[src/design/dbg_pkg.sv]
// Debug bridge shared definitions

package dbg_pkg;

	// data register and register bank word
	localparam int DBG_WORD_W = 32;

	// register index width, enough for 16 registers
	localparam int DBG_ADDR_W = 4;

	typedef logic [DBG_WORD_W-1:0] dbg_word_t; // captured word or register contents
	typedef logic [DBG_ADDR_W-1:0] dbg_addr_t; // register index

	// command word layout
	//
	//  31        17 16   15   9  8   7   4 3    0
	// +------------+-----+------+---+------+------+
	// |  reserved  | clr | rsvd |inc| rsvd | addr |
	// +------------+-----+------+---+------+------+
	//
	// addr is taken modulo the register count, inc sets auto-increment,
	// clr wipes the whole bank and overrides the other fields
	localparam int CMD_ADDR_LSB    = 0;
	localparam int CMD_ADDR_W      = DBG_ADDR_W;
	localparam int CMD_AUTOINC_BIT = 8;
	localparam int CMD_CLEAR_BIT   = 16;

	// register select as latched from the JTAG chain
	localparam logic SEL_CMD  = 1'b0; // ce1, command register
	localparam logic SEL_DATA = 1'b1; // ce2, data register

endpackage

[src/design/jtag_dr_capture.sv]
// JTAG data register capture
`timescale 1ns/1ps

module jtag_dr_capture #(
	parameter int SYNC_STAGES = 4
) (
	input  logic              clk48m,
	input  logic              jrstn,
	input  logic              jtck,
	input  logic              jtdi,
	input  logic              jshift,
	input  logic              jupdate,
	input  logic              jce1,
	input  logic              jce2,
	output dbg_pkg::dbg_word_t dr_word,
	output logic              dr_sel,
	output logic              dr_strobe
);

	localparam int W = dbg_pkg::DBG_WORD_W;

	// tck is sampled in the clk48m domain; bit 0 is the newest sample
	logic [SYNC_STAGES-1:0] tck_sync;
	logic                   tck_rise;

	logic               shift_d;   // jshift as seen at the previous tck rise
	dbg_pkg::dbg_word_t shift_reg; // the data register itself
	logic               sel;       // which user register the chain points at

	// rise seen at the old end of the chain, a few cycles after the real edge
	assign tck_rise = !tck_sync[SYNC_STAGES-1] && tck_sync[SYNC_STAGES-2];

	always_ff @(posedge clk48m) begin
		if (!jrstn) begin
			tck_sync <= '0;
		end else begin
			tck_sync <= {tck_sync[SYNC_STAGES-2:0], jtck};
		end
	end

	// shift, select and update all act on the detected rise
	always_ff @(posedge clk48m) begin
		dr_strobe <= 1'b0;
		if (!jrstn) begin
			shift_d   <= 1'b0;
			shift_reg <= '0;
			sel       <= dbg_pkg::SEL_CMD;
		end else if (tck_rise) begin
			// tdi enters at the top, lsb ends up at bit 0 after 32 shifts
			if (shift_d) begin
				shift_reg <= {jtdi, shift_reg[W-1:1]};
			end
			if (jce1 || jce2) begin
				sel <= jce2;
			end
			if (jupdate) begin
				dr_strobe <= 1'b1;
			end
			shift_d <= jshift;
		end
	end

	// holding register for the finished word, valid with the strobe
	always_ff @(posedge clk48m) begin
		if (tck_rise && jupdate) begin
			dr_word <= shift_reg;
			dr_sel  <= sel;
		end
	end

endmodule

[src/design/dbg_cmd_decoder.sv]
// Debug command decoder
`timescale 1ns/1ps

module dbg_cmd_decoder #(
	parameter int REG_COUNT = 16
) (
	input  logic               clk48m,
	input  logic               jrstn,
	input  dbg_pkg::dbg_word_t dr_word,
	input  logic               dr_sel,
	input  logic               dr_strobe,
	output logic               wr_en,
	output dbg_pkg::dbg_addr_t wr_addr,
	output dbg_pkg::dbg_word_t wr_data,
	output logic               clr_all,
	output dbg_pkg::dbg_addr_t rd_addr
);

	localparam dbg_pkg::dbg_addr_t LAST_ADDR = dbg_pkg::dbg_addr_t'(REG_COUNT - 1);

	dbg_pkg::dbg_addr_t cur_addr;  // address the next data word goes to
	logic               autoinc;   // step cur_addr after every data word

	logic               is_cmd;
	logic               is_data;
	logic               cmd_clear;
	logic               cmd_inc;
	dbg_pkg::dbg_addr_t cmd_field;
	dbg_pkg::dbg_addr_t cmd_addr;  // field folded into the bank
	dbg_pkg::dbg_addr_t next_addr;

	assign is_cmd  = dr_strobe && (dr_sel == dbg_pkg::SEL_CMD);
	assign is_data = dr_strobe && (dr_sel == dbg_pkg::SEL_DATA);

	// command word fields
	assign cmd_clear = dr_word[dbg_pkg::CMD_CLEAR_BIT];
	assign cmd_inc   = dr_word[dbg_pkg::CMD_AUTOINC_BIT];
	assign cmd_field = dr_word[dbg_pkg::CMD_ADDR_LSB +: dbg_pkg::CMD_ADDR_W];

	// the bank need not be a power of two, so fold the field properly
	assign cmd_addr = dbg_pkg::dbg_addr_t'(cmd_field % REG_COUNT);

	// wrap after the last register
	assign next_addr = (cur_addr == LAST_ADDR) ? '0 : cur_addr + 1'b1;

	// address and auto-increment state
	always_ff @(posedge clk48m) begin
		if (!jrstn) begin
			cur_addr <= '0;
			autoinc  <= 1'b0;
		end else if (is_cmd) begin
			if (cmd_clear) begin
				cur_addr <= '0; // auto-increment keeps its setting
			end else begin
				cur_addr <= cmd_addr;
				autoinc  <= cmd_inc;
			end
		end else if (is_data && autoinc) begin
			cur_addr <= next_addr;
		end
	end

	// write and clear pulses toward the register bank
	always_ff @(posedge clk48m) begin
		if (!jrstn) begin
			wr_en   <= 1'b0;
			clr_all <= 1'b0;
		end else begin
			wr_en   <= is_data;
			clr_all <= is_cmd && cmd_clear;
		end
	end

	// write payload, only looked at together with wr_en
	always_ff @(posedge clk48m) begin
		if (is_data) begin
			wr_addr <= cur_addr; // address before any increment
			wr_data <= dr_word;
		end
	end

	assign rd_addr = cur_addr;

endmodule

[src/design/dbg_regfile.sv]
// Debug register bank
`timescale 1ns/1ps

module dbg_regfile #(
	parameter int REG_COUNT = 16
) (
	input  logic               clk48m,
	input  logic               jrstn,
	input  logic               wr_en,
	input  dbg_pkg::dbg_addr_t wr_addr,
	input  dbg_pkg::dbg_word_t wr_data,
	input  logic               clr_all,
	input  dbg_pkg::dbg_addr_t rd_addr,
	output dbg_pkg::dbg_word_t dbgreg_out,
	output dbg_pkg::dbg_word_t dbg_ctrl
);

	// small enough to live in flops, and it must clear in one cycle
	dbg_pkg::dbg_word_t regs [REG_COUNT];

	// write port, clear wins over a write
	always_ff @(posedge clk48m) begin
		if (!jrstn || clr_all) begin
			for (int i = 0; i < REG_COUNT; i++) begin
				regs[i] <= '0;
			end
		end else if (wr_en) begin
			regs[wr_addr] <= wr_data;
		end
	end

	// registered readback of the current address
	always_ff @(posedge clk48m) begin
		if (!jrstn) begin
			dbgreg_out <= '0;
		end else begin
			dbgreg_out <= regs[rd_addr];
		end
	end

	// register 0 drives the control word
	always_ff @(posedge clk48m) begin
		if (!jrstn) begin
			dbg_ctrl <= '0;
		end else begin
			dbg_ctrl <= regs[0]; // follows a write one cycle late
		end
	end

endmodule

[src/design/jtag_debug_bridge.sv]
// JTAG debug bridge top
`timescale 1ns/1ps

module jtag_debug_bridge #(
	parameter int REG_COUNT   = 16, // 2 to 16
	parameter int SYNC_STAGES = 4   // 3 to 6
) (
	input  logic               clk48m,
	input  logic               jrstn,
	input  logic               jtck,
	input  logic               jtdi,
	input  logic               jshift,
	input  logic               jupdate,
	input  logic               jce1,
	input  logic               jce2,
	output dbg_pkg::dbg_word_t dbgreg_out,
	output dbg_pkg::dbg_word_t dbg_ctrl
);

	// capture to decoder
	dbg_pkg::dbg_word_t dr_word;
	logic               dr_sel;
	logic               dr_strobe;

	// decoder to register bank
	logic               wr_en;
	dbg_pkg::dbg_addr_t wr_addr;
	dbg_pkg::dbg_word_t wr_data;
	logic               clr_all;
	dbg_pkg::dbg_addr_t rd_addr;

	jtag_dr_capture #(
		.SYNC_STAGES(SYNC_STAGES)
	) i_capture (
		.clk48m   (clk48m),
		.jrstn    (jrstn),
		.jtck     (jtck),
		.jtdi     (jtdi),
		.jshift   (jshift),
		.jupdate  (jupdate),
		.jce1     (jce1),
		.jce2     (jce2),
		.dr_word  (dr_word),
		.dr_sel   (dr_sel),
		.dr_strobe(dr_strobe)
	);

	dbg_cmd_decoder #(
		.REG_COUNT(REG_COUNT)
	) i_decoder (
		.clk48m   (clk48m),
		.jrstn    (jrstn),
		.dr_word  (dr_word),
		.dr_sel   (dr_sel),
		.dr_strobe(dr_strobe),
		.wr_en    (wr_en),
		.wr_addr  (wr_addr),
		.wr_data  (wr_data),
		.clr_all  (clr_all),
		.rd_addr  (rd_addr)
	);

	dbg_regfile #(
		.REG_COUNT(REG_COUNT)
	) i_regfile (
		.clk48m    (clk48m),
		.jrstn     (jrstn),
		.wr_en     (wr_en),
		.wr_addr   (wr_addr),
		.wr_data   (wr_data),
		.clr_all   (clr_all),
		.rd_addr   (rd_addr),
		.dbgreg_out(dbgreg_out),
		.dbg_ctrl  (dbg_ctrl)
	);

endmodule

[config.mk]
export PLATFORM = sky130hd
export DESIGN_NAME = jtag_debug_bridge
export DESIGN_NICKNAME = d
export VERILOG_FILES = /design/src/design/dbg_pkg.sv /design/src/design/jtag_dr_capture.sv /design/src/design/dbg_cmd_decoder.sv /design/src/design/dbg_regfile.sv /design/src/design/jtag_debug_bridge.sv
export SDC_FILE = /design/constraint.sdc
export NUM_CORES = 1
export LEC_CHECK = 0
export ABC_CLOCK_PERIOD_IN_PS = 6200
export BUFFER_PORTS_ARGS = -buffer_cell sky130_fd_sc_hd__buf_4
export CAP_MARGIN = 5
export CELL_PAD_IN_SITES_DETAIL_PLACEMENT = 0
export CELL_PAD_IN_SITES_GLOBAL_PLACEMENT = 2
export CORE_ASPECT_RATIO = 1.4
export CORE_MARGIN = 3
export CORE_UTILIZATION = 42
export CTS_BUF_LIST = sky130_fd_sc_hd__clkbuf_16
export DETAILED_ROUTE_END_ITERATION = 8
export HOLD_SLACK_MARGIN = 0.05
export PLACE_DENSITY_LB_ADDON = 0.1
export SETUP_SLACK_MARGIN = 0.5
export SLEW_MARGIN = 20
export SYNTH_ARGS = -nofsm -noshare
export SYNTH_HDL_FRONTEND = slang
export SYNTH_HIERARCHICAL = 1
export SYNTH_SLANG_ARGS = --single-unit
[constraint.sdc]
create_clock -name clk48m -period 6.2 [get_ports clk48m]
set_input_delay 1.55 -clock clk48m [delete_from_list [all_inputs] [get_ports clk48m]]
set_output_delay 1.55 -clock clk48m [all_outputs]
set_load 0.05 [all_outputs]
Word-level counts from Yosys, hierarchy flattened
Memories as Yosys holds them, arrays and structs flattened. A register that Yosys moved wholly into a read port is not among the register bits.
Index checks and enable logic that the tools add are counted.

storage, ports and cells
  RAM bits = 512
  output and inout bits = 64
  memories = 1
  register bits = 115
  input bits = 8
  logic and storage cells = 49

memory list
  name            words  bits a word  read ports  clocked after memory_dff  wr ports  RTL line           RTL
  i_regfile.regs  16     32           2           2                         16        dbg_regfile.sv:19  dbg_pkg::dbg_word_t regs [REG_COUNT];

cells by class
  $add $sub $neg = 1
  multiplexer cells = 13
  bitwise gates (word level) = 2
  reduce and logical (&&, ||, !) cells = 18
  equal/unequal tests = 1

operators by type and width
  kind                   number
  $mux W32               1
  $reduce_or A32 Y1      1
  $mux W4                5
  $reduce_and A2 Y1      4
  $mux W1                7
  $logic_and A1 B1 Y1    6
  $add A4 B1 Y4 const B  1
  $eq A4 B4 Y1 const B   1
  $logic_not A1 Y1       4
  $logic_or A1 B1 Y1     2
  $not A1 Y1             2
  $reduce_bool A2 Y1     1

Depth between registers and ports, before layout
Gate-level depths: netlist of run 1.

  depth in word-level cells = 6
  depth in mapped cells = 7
  depth with buffers taken out = 4

Cells and area by module
Netlist of run 1, hierarchy kept.

by module, submodules not included
  module           cells an instance  seq. area each (um^2)  times used  area an instance (um^2)
  dbg_regfile      1769               16656.0                1           24999.0
  jtag_dr_capture  196                1771.7                 1           2412.3
  dbg_cmd_decoder  84                 1221.2                 1           1476.4

Least setup slack after synthesis of run 1
No wires, ideal clock.

  path kind = input to register
  start point = input jrstn
  end point = memory i_regfile/regs[10][0] in the netlist's numbering, enable pin
  cell stages on the path = 4
  data required time = 5734 ps
  arrival = 4327 ps
  path slack = 1407 ps
  library setup time = 466 ps
  path through = and2b_1 buf_6 nand4b_4 o21ai_0

RTL lines
  element      RTL line                RTL
  from (decl)  jtag_debug_bridge.sv:9  input logic jrstn,
  to (decl)    dbg_regfile.sv:19

==> results of run 1 <==
[cell usage after synthesis (all sizes together) (4+ instances only)]
cell type,instances
o22ai,20
edfxtp,581
nor2b,4
inv,8
mux2i,233
nand2,92
a22oi,105
clkbuf,113
nand2b,7
nor2,15
o21ai,70
and2,550
nor3,6
dfxtp,110
a21oi,5
buf,49
a221oi,14
nand3,35
mux4,12
[worst max-delay path by stage]
stage,from,end,slack [ns],depth (start not counted)
floorplan,jrstn,i_regfile/regs[10][0],1.41,4
global placement,jrstn,i_regfile/regs[0][22],1.25,8
detailed placement,jrstn,i_regfile/regs[0][24],1.24,8
CTS,jrstn,i_regfile/regs[0][24],1.91,8
global route,jrstn,i_regfile/regs[0][24],1.68,8
finish,jrstn,i_regfile/regs[0][24],1.94,8
[area by class of cell]
cell class / count / share of cell area, %
tap: 920 / 3.49
inverter: 8 / 0.0910
sequential: 691 / 59.6
clock inverter: 53 / 1.19
antenna: 2 / 0.0152
timing repair buffer: 119 / 3.33
multi-input combinational: 1188 / 26.2
clock buffer: 81 / 6.14
[cell usage in the layout (no fill, tap or decap), drive strengths merged, types with 20 or more instances in the layout]
cell / count
inv: 31
nand3: 35
clkinv: 24
mux2i: 233
dfxtp: 110
o22ai: 20
edfxtp: 581
o21ai: 70
clkbuf: 81
buf: 119
a22oi: 105
nand2: 92
and2: 550
[where the power goes]
| part | internal [W] | switching, W |
|---|---|---|
| Clock | 0.00259 | 0.00178 |
| Sequential | 0.00514 | 0.0000422 |
| Combinational | 0.0000930 | 0.000236 |
| Total | 0.00783 | 0.00206 |
[per-stage QoR]
stage | hold WS [ns] | util, % | cells | cell area, µm²
after global routing | 0.420 | 48.5 | 3060 | 33000
after global placement | 0.402 | 44.6 | 2917 | 30300
after detailed placement | 0.405 | 44.9 | 2925 | 30500
final | 0.407 | 48.5 | 3062 | 33000
after CTS | 0.415 | 48.5 | 3059 | 33000
after floorplan | 0.400 | - | 2049 | 28900
[cells by family (layout without fill, tap and decap cells)]
group / count (synthesis) / in the layout / share of synthesized area [%]
AND/OR/NAND/NOR: 721 / 721 / 14.9
flip-flops: 691 / 691 / 68.0
multiplexers: 245 / 245 / 9.01
AO/OA/AOI/OAI: 221 / 221 / 5.11
buffers and inverters: 170 / 261 / 2.91
adder cells (fa/ha/maj): 1 / 1 / 0.0433
other: 0 / 2 / 0
[layer usage]
metal / track usage, % / share of wire [%] / vias to the layer above
met2: 35.2 / 50 / 367
met3: 2.84 / 4.7 / 100
met5: 0 / 0 / -
met4: 6.07 / 2.2 / 0
li1: - / - / 7464
met1: 27.3 / 43 / 8176
==> impl_metrics.toml, run 1 <==
[run_status]
status = "finished, final reports clean"

[clock_tree]
tritoncts = "built"
clk_path_buf_depth = 3
clock-sinks = 691
cts-root-buf = "clkbuf_16"
cts-resized-gates = 0
cts_hold_buf = 0
worstSkewPairLatency_ns = 0.62
path_clk_slew_ns = 0.06
post_cts_buffers = 0
cts-buffers-inserted = 72
htreeDepth = 3

[drt]
via_count = 16107
vias_per_cell = 5.26
drc_errors = 0
ant_nets = 0
dr.pass1.iters = 5
first_iter_violations = 1086
wl_per_cell_um = 23.7
drt_wl_total_um = 72600

[logic_synthesis]
syn_area_um2 = 28900
ys_ff_latch = 691
yosys.area.top_type_share_pct = 60.4
synth_edf_count = 581
synth_warnings = 6
ys_seq_area_share_pct = 68.0
synthArstFlopShare_pct = 0
yosysTopAreaCell = "edfxtp_1"
synth_cells = 2049
yosysUniqueCellTypes = 44
synth.avg_cell_area_um2 = 14.1
synth.net_count = 2058
synth.area.top_cells = "edfxtp_1, and2_1, mux2i_1"
synthFlopType = "edfxtp_1"

[sta]
tightest_slew_ns = 0.988
slew_headroom_pct = 34.2
post-route-period-util_pct = 68.8
drv_slew = 0
rsz0062_at_grt = "false"
hold_viol_final = 0
setup_violations = 0
fin_skew_ns = 0.0247
period_minus_slack_ns = 4.26
setup_tns_ns = 0
setup_ws_ns = 1.94
fmax_ghz = 0.234

[floorplan]
initial_core_util_pct = 42.5
die_h_um = 316
die_area_um2 = 72000
num_io_pins = 72
fp-row-count = 113
core-area_um2 = 68000
die-width_um = 228

[worst_setup_path]
reg2reg_to = "i_regfile/regs[0][24]"
reg2reg_depth = 7
path_common_cell = "buf_4"
ff2ff_setup_slack_ns = 2.90
endpoint_kind = "flip-flop"
startpoint_type = "input pin"
crit_family = "simple AND/OR/NAND/NOR gates"
crit_buf_inv = 4
cp_data_arrival_time_ns = 4.57
cpPeakStageDelay_ns = 0.76
slowest_stage = "and2b_1"
worstSetupPathType = "input pin to flip-flop"
regToRegStartpoint = "i_decoder/clr_all"
critPathMaxFanout = 34
required_ns = 6.51
cp_cell_sequence = "buf_4 > and2b_1 > nand4bb_1 > buf_4 > nor3_4 > buf_4 > nand2b_2 > buf_4"

[power_and_ir_drop]
irDropWorstVdd_mv = 0.198
p_leak_nw = 11.6
total_power_w = 0.00989
powerDensity_nw_per_um2 = 300

[layout]
top_register = "i_regfile/regs"
num-nets-final = 2089
largest_register_ffs = 512
drive_above_1_share_pct = 13.6
multi_input_area_um2 = 8640
fillers = 5930
seq_area_um2 = 19700
layout-area-overhead-vs-synth_pct = 14.2

[min_path]
hp-class = "flip-flop to flip-flop"
min_from = "i_capture/dr_word[14]"
holdPathEnd = "i_decoder/wr_data[14]"
whs_path_depth = 0

[global_routing]
grt_antenna_before_repair = 3
grt-ovfl-total = 0
grt_pass1_vias = 16609
grt_max_degree = 87
grt.total_usage_pct = 20.6
grt_pass1_wl_um = 108000

[place]
gp_congestion = 0.765
dp_hpwl_um = 44300
pre_cts_slack_ns = 1.24
port_buffers = 71

[job]
cap_violations = 0
Note: power is estimated with default switching activity, not from simulation.
==> run 2: changes to the inputs <==
--- a/config.mk
+++ b/config.mk
@@ -5,14 +5,14 @@
 export SDC_FILE = /design/constraint.sdc
 export NUM_CORES = 1
 export LEC_CHECK = 0
-export ABC_CLOCK_PERIOD_IN_PS = 6200
+export ABC_CLOCK_PERIOD_IN_PS = 3800
 export BUFFER_PORTS_ARGS = -buffer_cell sky130_fd_sc_hd__buf_4
 export CAP_MARGIN = 5
 export CELL_PAD_IN_SITES_DETAIL_PLACEMENT = 0
 export CELL_PAD_IN_SITES_GLOBAL_PLACEMENT = 2
 export CORE_ASPECT_RATIO = 1.4
 export CORE_MARGIN = 3
-export CORE_UTILIZATION = 42
+export CORE_UTILIZATION = 41
 export CTS_BUF_LIST = sky130_fd_sc_hd__clkbuf_16
 export DETAILED_ROUTE_END_ITERATION = 8
 export HOLD_SLACK_MARGIN = 0.05
==> constraint.sdc (replaced) <==
create_clock -name clk48m -period 3.8 [get_ports clk48m]
set_input_delay 0.95 -clock clk48m [delete_from_list [all_inputs] [get_ports clk48m]]
set_output_delay 0.95 -clock clk48m [all_outputs]
set_load 0.05 [all_outputs]
==> run 2 against run 1 <==
Against the previous run:
- sequential power increased by 63%
- final cell count increased by 0.91%
- total power increased by 58%
- hold slack improved by 0.0041 ns
- first-iteration DRC count increased by 9.9%
- register-to-register slack got worse by 1.8 ns
- critical path type is now flip-flop to flip-flop
- sequential cell count unchanged
==> impl_metrics.toml, run 2 (same netlist as run 1, synthesis figures left out) <==
[place]
dp_hpwl_um = 48000
port_buffers = 71
place_inst = 2960
gp_congestion = 0.796

[sta]
tightest_slew_ns = 0.915
hold_viol_final = 0
post-route-period-util_pct = 70.5
rsz0062_at_grt = "false"
drv_slew = 0
slew_headroom_pct = 38.7
setup_tns_ns = 0
fmax_ghz = 0.374
setup_violations = 0
period_minus_slack_ns = 2.68
fin_skew_ns = 0.0314

[floorplan]
die_h_um = 320
num_io_pins = 72
core-area_um2 = 69500
fp-row-count = 114
initial_core_util_pct = 41.6
die-width_um = 230
die_area_um2 = 73700

[drt]
ant_nets = 0
wl_met3_um = 4050
via_count = 16311
vias_per_cell = 5.28
drt-met1-wl_um = 33000
drt_wl_total_um = 78900
met2_length_um = 39600
wl_per_cell_um = 25.5
dr.pass1.iters = 7
first_iter_violations = 1193
maxUsedRoutingLayer = "met4"
drc_errors = 0

[clock_tree]
cts-buffers-inserted = 71
path_clk_slew_ns = 0.06
worstSkewPairLatency_ns = 0.63
cts-root-buf = "clkbuf_16"
post_cts_buffers = 0
clk_path_buf_depth = 3
cts-resized-gates = 0
tritoncts = "built"
clock-sinks = 691
htreeDepth = 3
cts_hold_buf = 0

[worst_setup_path]
slowest_stage = "nor2_2"
endpoint_kind = "flip-flop"
cp_data_arrival_time_ns = 3.15
startpoint_type = "flip-flop"
worstSetupPathType = "flip-flop to flip-flop"
required_ns = 4.27
cpPeakStageDelay_ns = 0.84
crit_family = "simple AND/OR/NAND/NOR gates"
cp_cell_sequence = "nand2b_1 > nor2_2 > buf_4 > and2_1"
crit_buf_inv = 1
critPathMaxFanout = 18

[min_path]
hp-class = "flip-flop to flip-flop"

[global_routing]
grt_pass1_wl_um = 115000
grt-ovfl-total = 0
grt_antenna_before_repair = 7
grt_pass1_vias = 16644
grt.total_usage_pct = 21.4
grt_max_degree = 75

[power_and_ir_drop]
irDropWorstVdd_mv = 0.305
powerDensity_nw_per_um2 = 475
p_leak_nw = 11.6

[layout]
instances_no_fill = 3090
num-nets-final = 2114
n_antenna_cell = 0
seq_area_um2 = 19700
top_register = "i_regfile/regs"
layout_common_cells = "edfxtp_1, and2_1, mux2i_1, buf_4, dfxtp_1"
drive_above_1_share_pct = 14.2
fillers = 6188
final_common_cell = "edfxtp_1"
layout-area-overhead-vs-synth_pct = 13.6
multi_input_area_um2 = 8630
largest_register_ffs = 512

[run_status]
status = "finished, final reports clean"

[job]
cap_violations = 0
==> run 2: worst register-to-register path: cells and delay by family, from the launching register on <==
family,cells,cell delay (ns)
buf+inv,1,0.41
flops,1,0.64
simple gates,3,1.50
==> run 2: layout make-up <==
class	count	area share (%)
repair buffers	145	3.55
clock inverters	54	0.809
clock buffers	76	5.80
well taps	928	3.54
flip-flops and latches	691	59.9
inverters	8	0.0915
multi-input cells	1188	26.3
==> run 2: worst paths after layout <==
kind | start | endpoint | slack (ns) | cells after the start
max | i_decoder/wr_addr[2] | i_regfile/regs[6][20] | 1.12 | 4
min | i_capture/dr_word[26] | i_decoder/wr_data[26] | 0.41 | 0
max reg2reg | i_decoder/wr_addr[2] | i_regfile/regs[6][20] | 1.12 | 4
min reg2reg | i_capture/dr_word[26] | i_decoder/wr_data[26] | 0.41 | 0
==> run 2: per-stage QoR <==
step	utilization (%)	hold WS, ns	area [µm²]	power [W]	setup WS, ns
after CTS	47.2	0.412	32800	0.0158	1.11
after floorplan	-	0.400	28900	0.00893	-0.339
final	47.2	0.411	32800	0.0156	1.12
after global routing	47.2	0.415	32800	0.0161	0.963
after global placement	44.1	0.400	30600	0.00918	0.519
after detailed placement	44.1	0.405	30600	0.00919	0.510
==> run 2: per-layer routing <==
layer	up-vias	global-route usage, %
li1	7486	-
met1	8285	28.0
met2	424	36.6
met3	116	3.37
met4	0	6.88
met5	-	0
==> run 2: power breakdown <==
| part | switching, W | leakage [nW] | internal, W |
|---|---|---|---|
| registers | 0.0000678 | 6.92 | 0.00839 |
| logic | 0.000405 | 3.51 | 0.000155 |
| clock network | 0.00291 | 1.16 | 0.00367 |
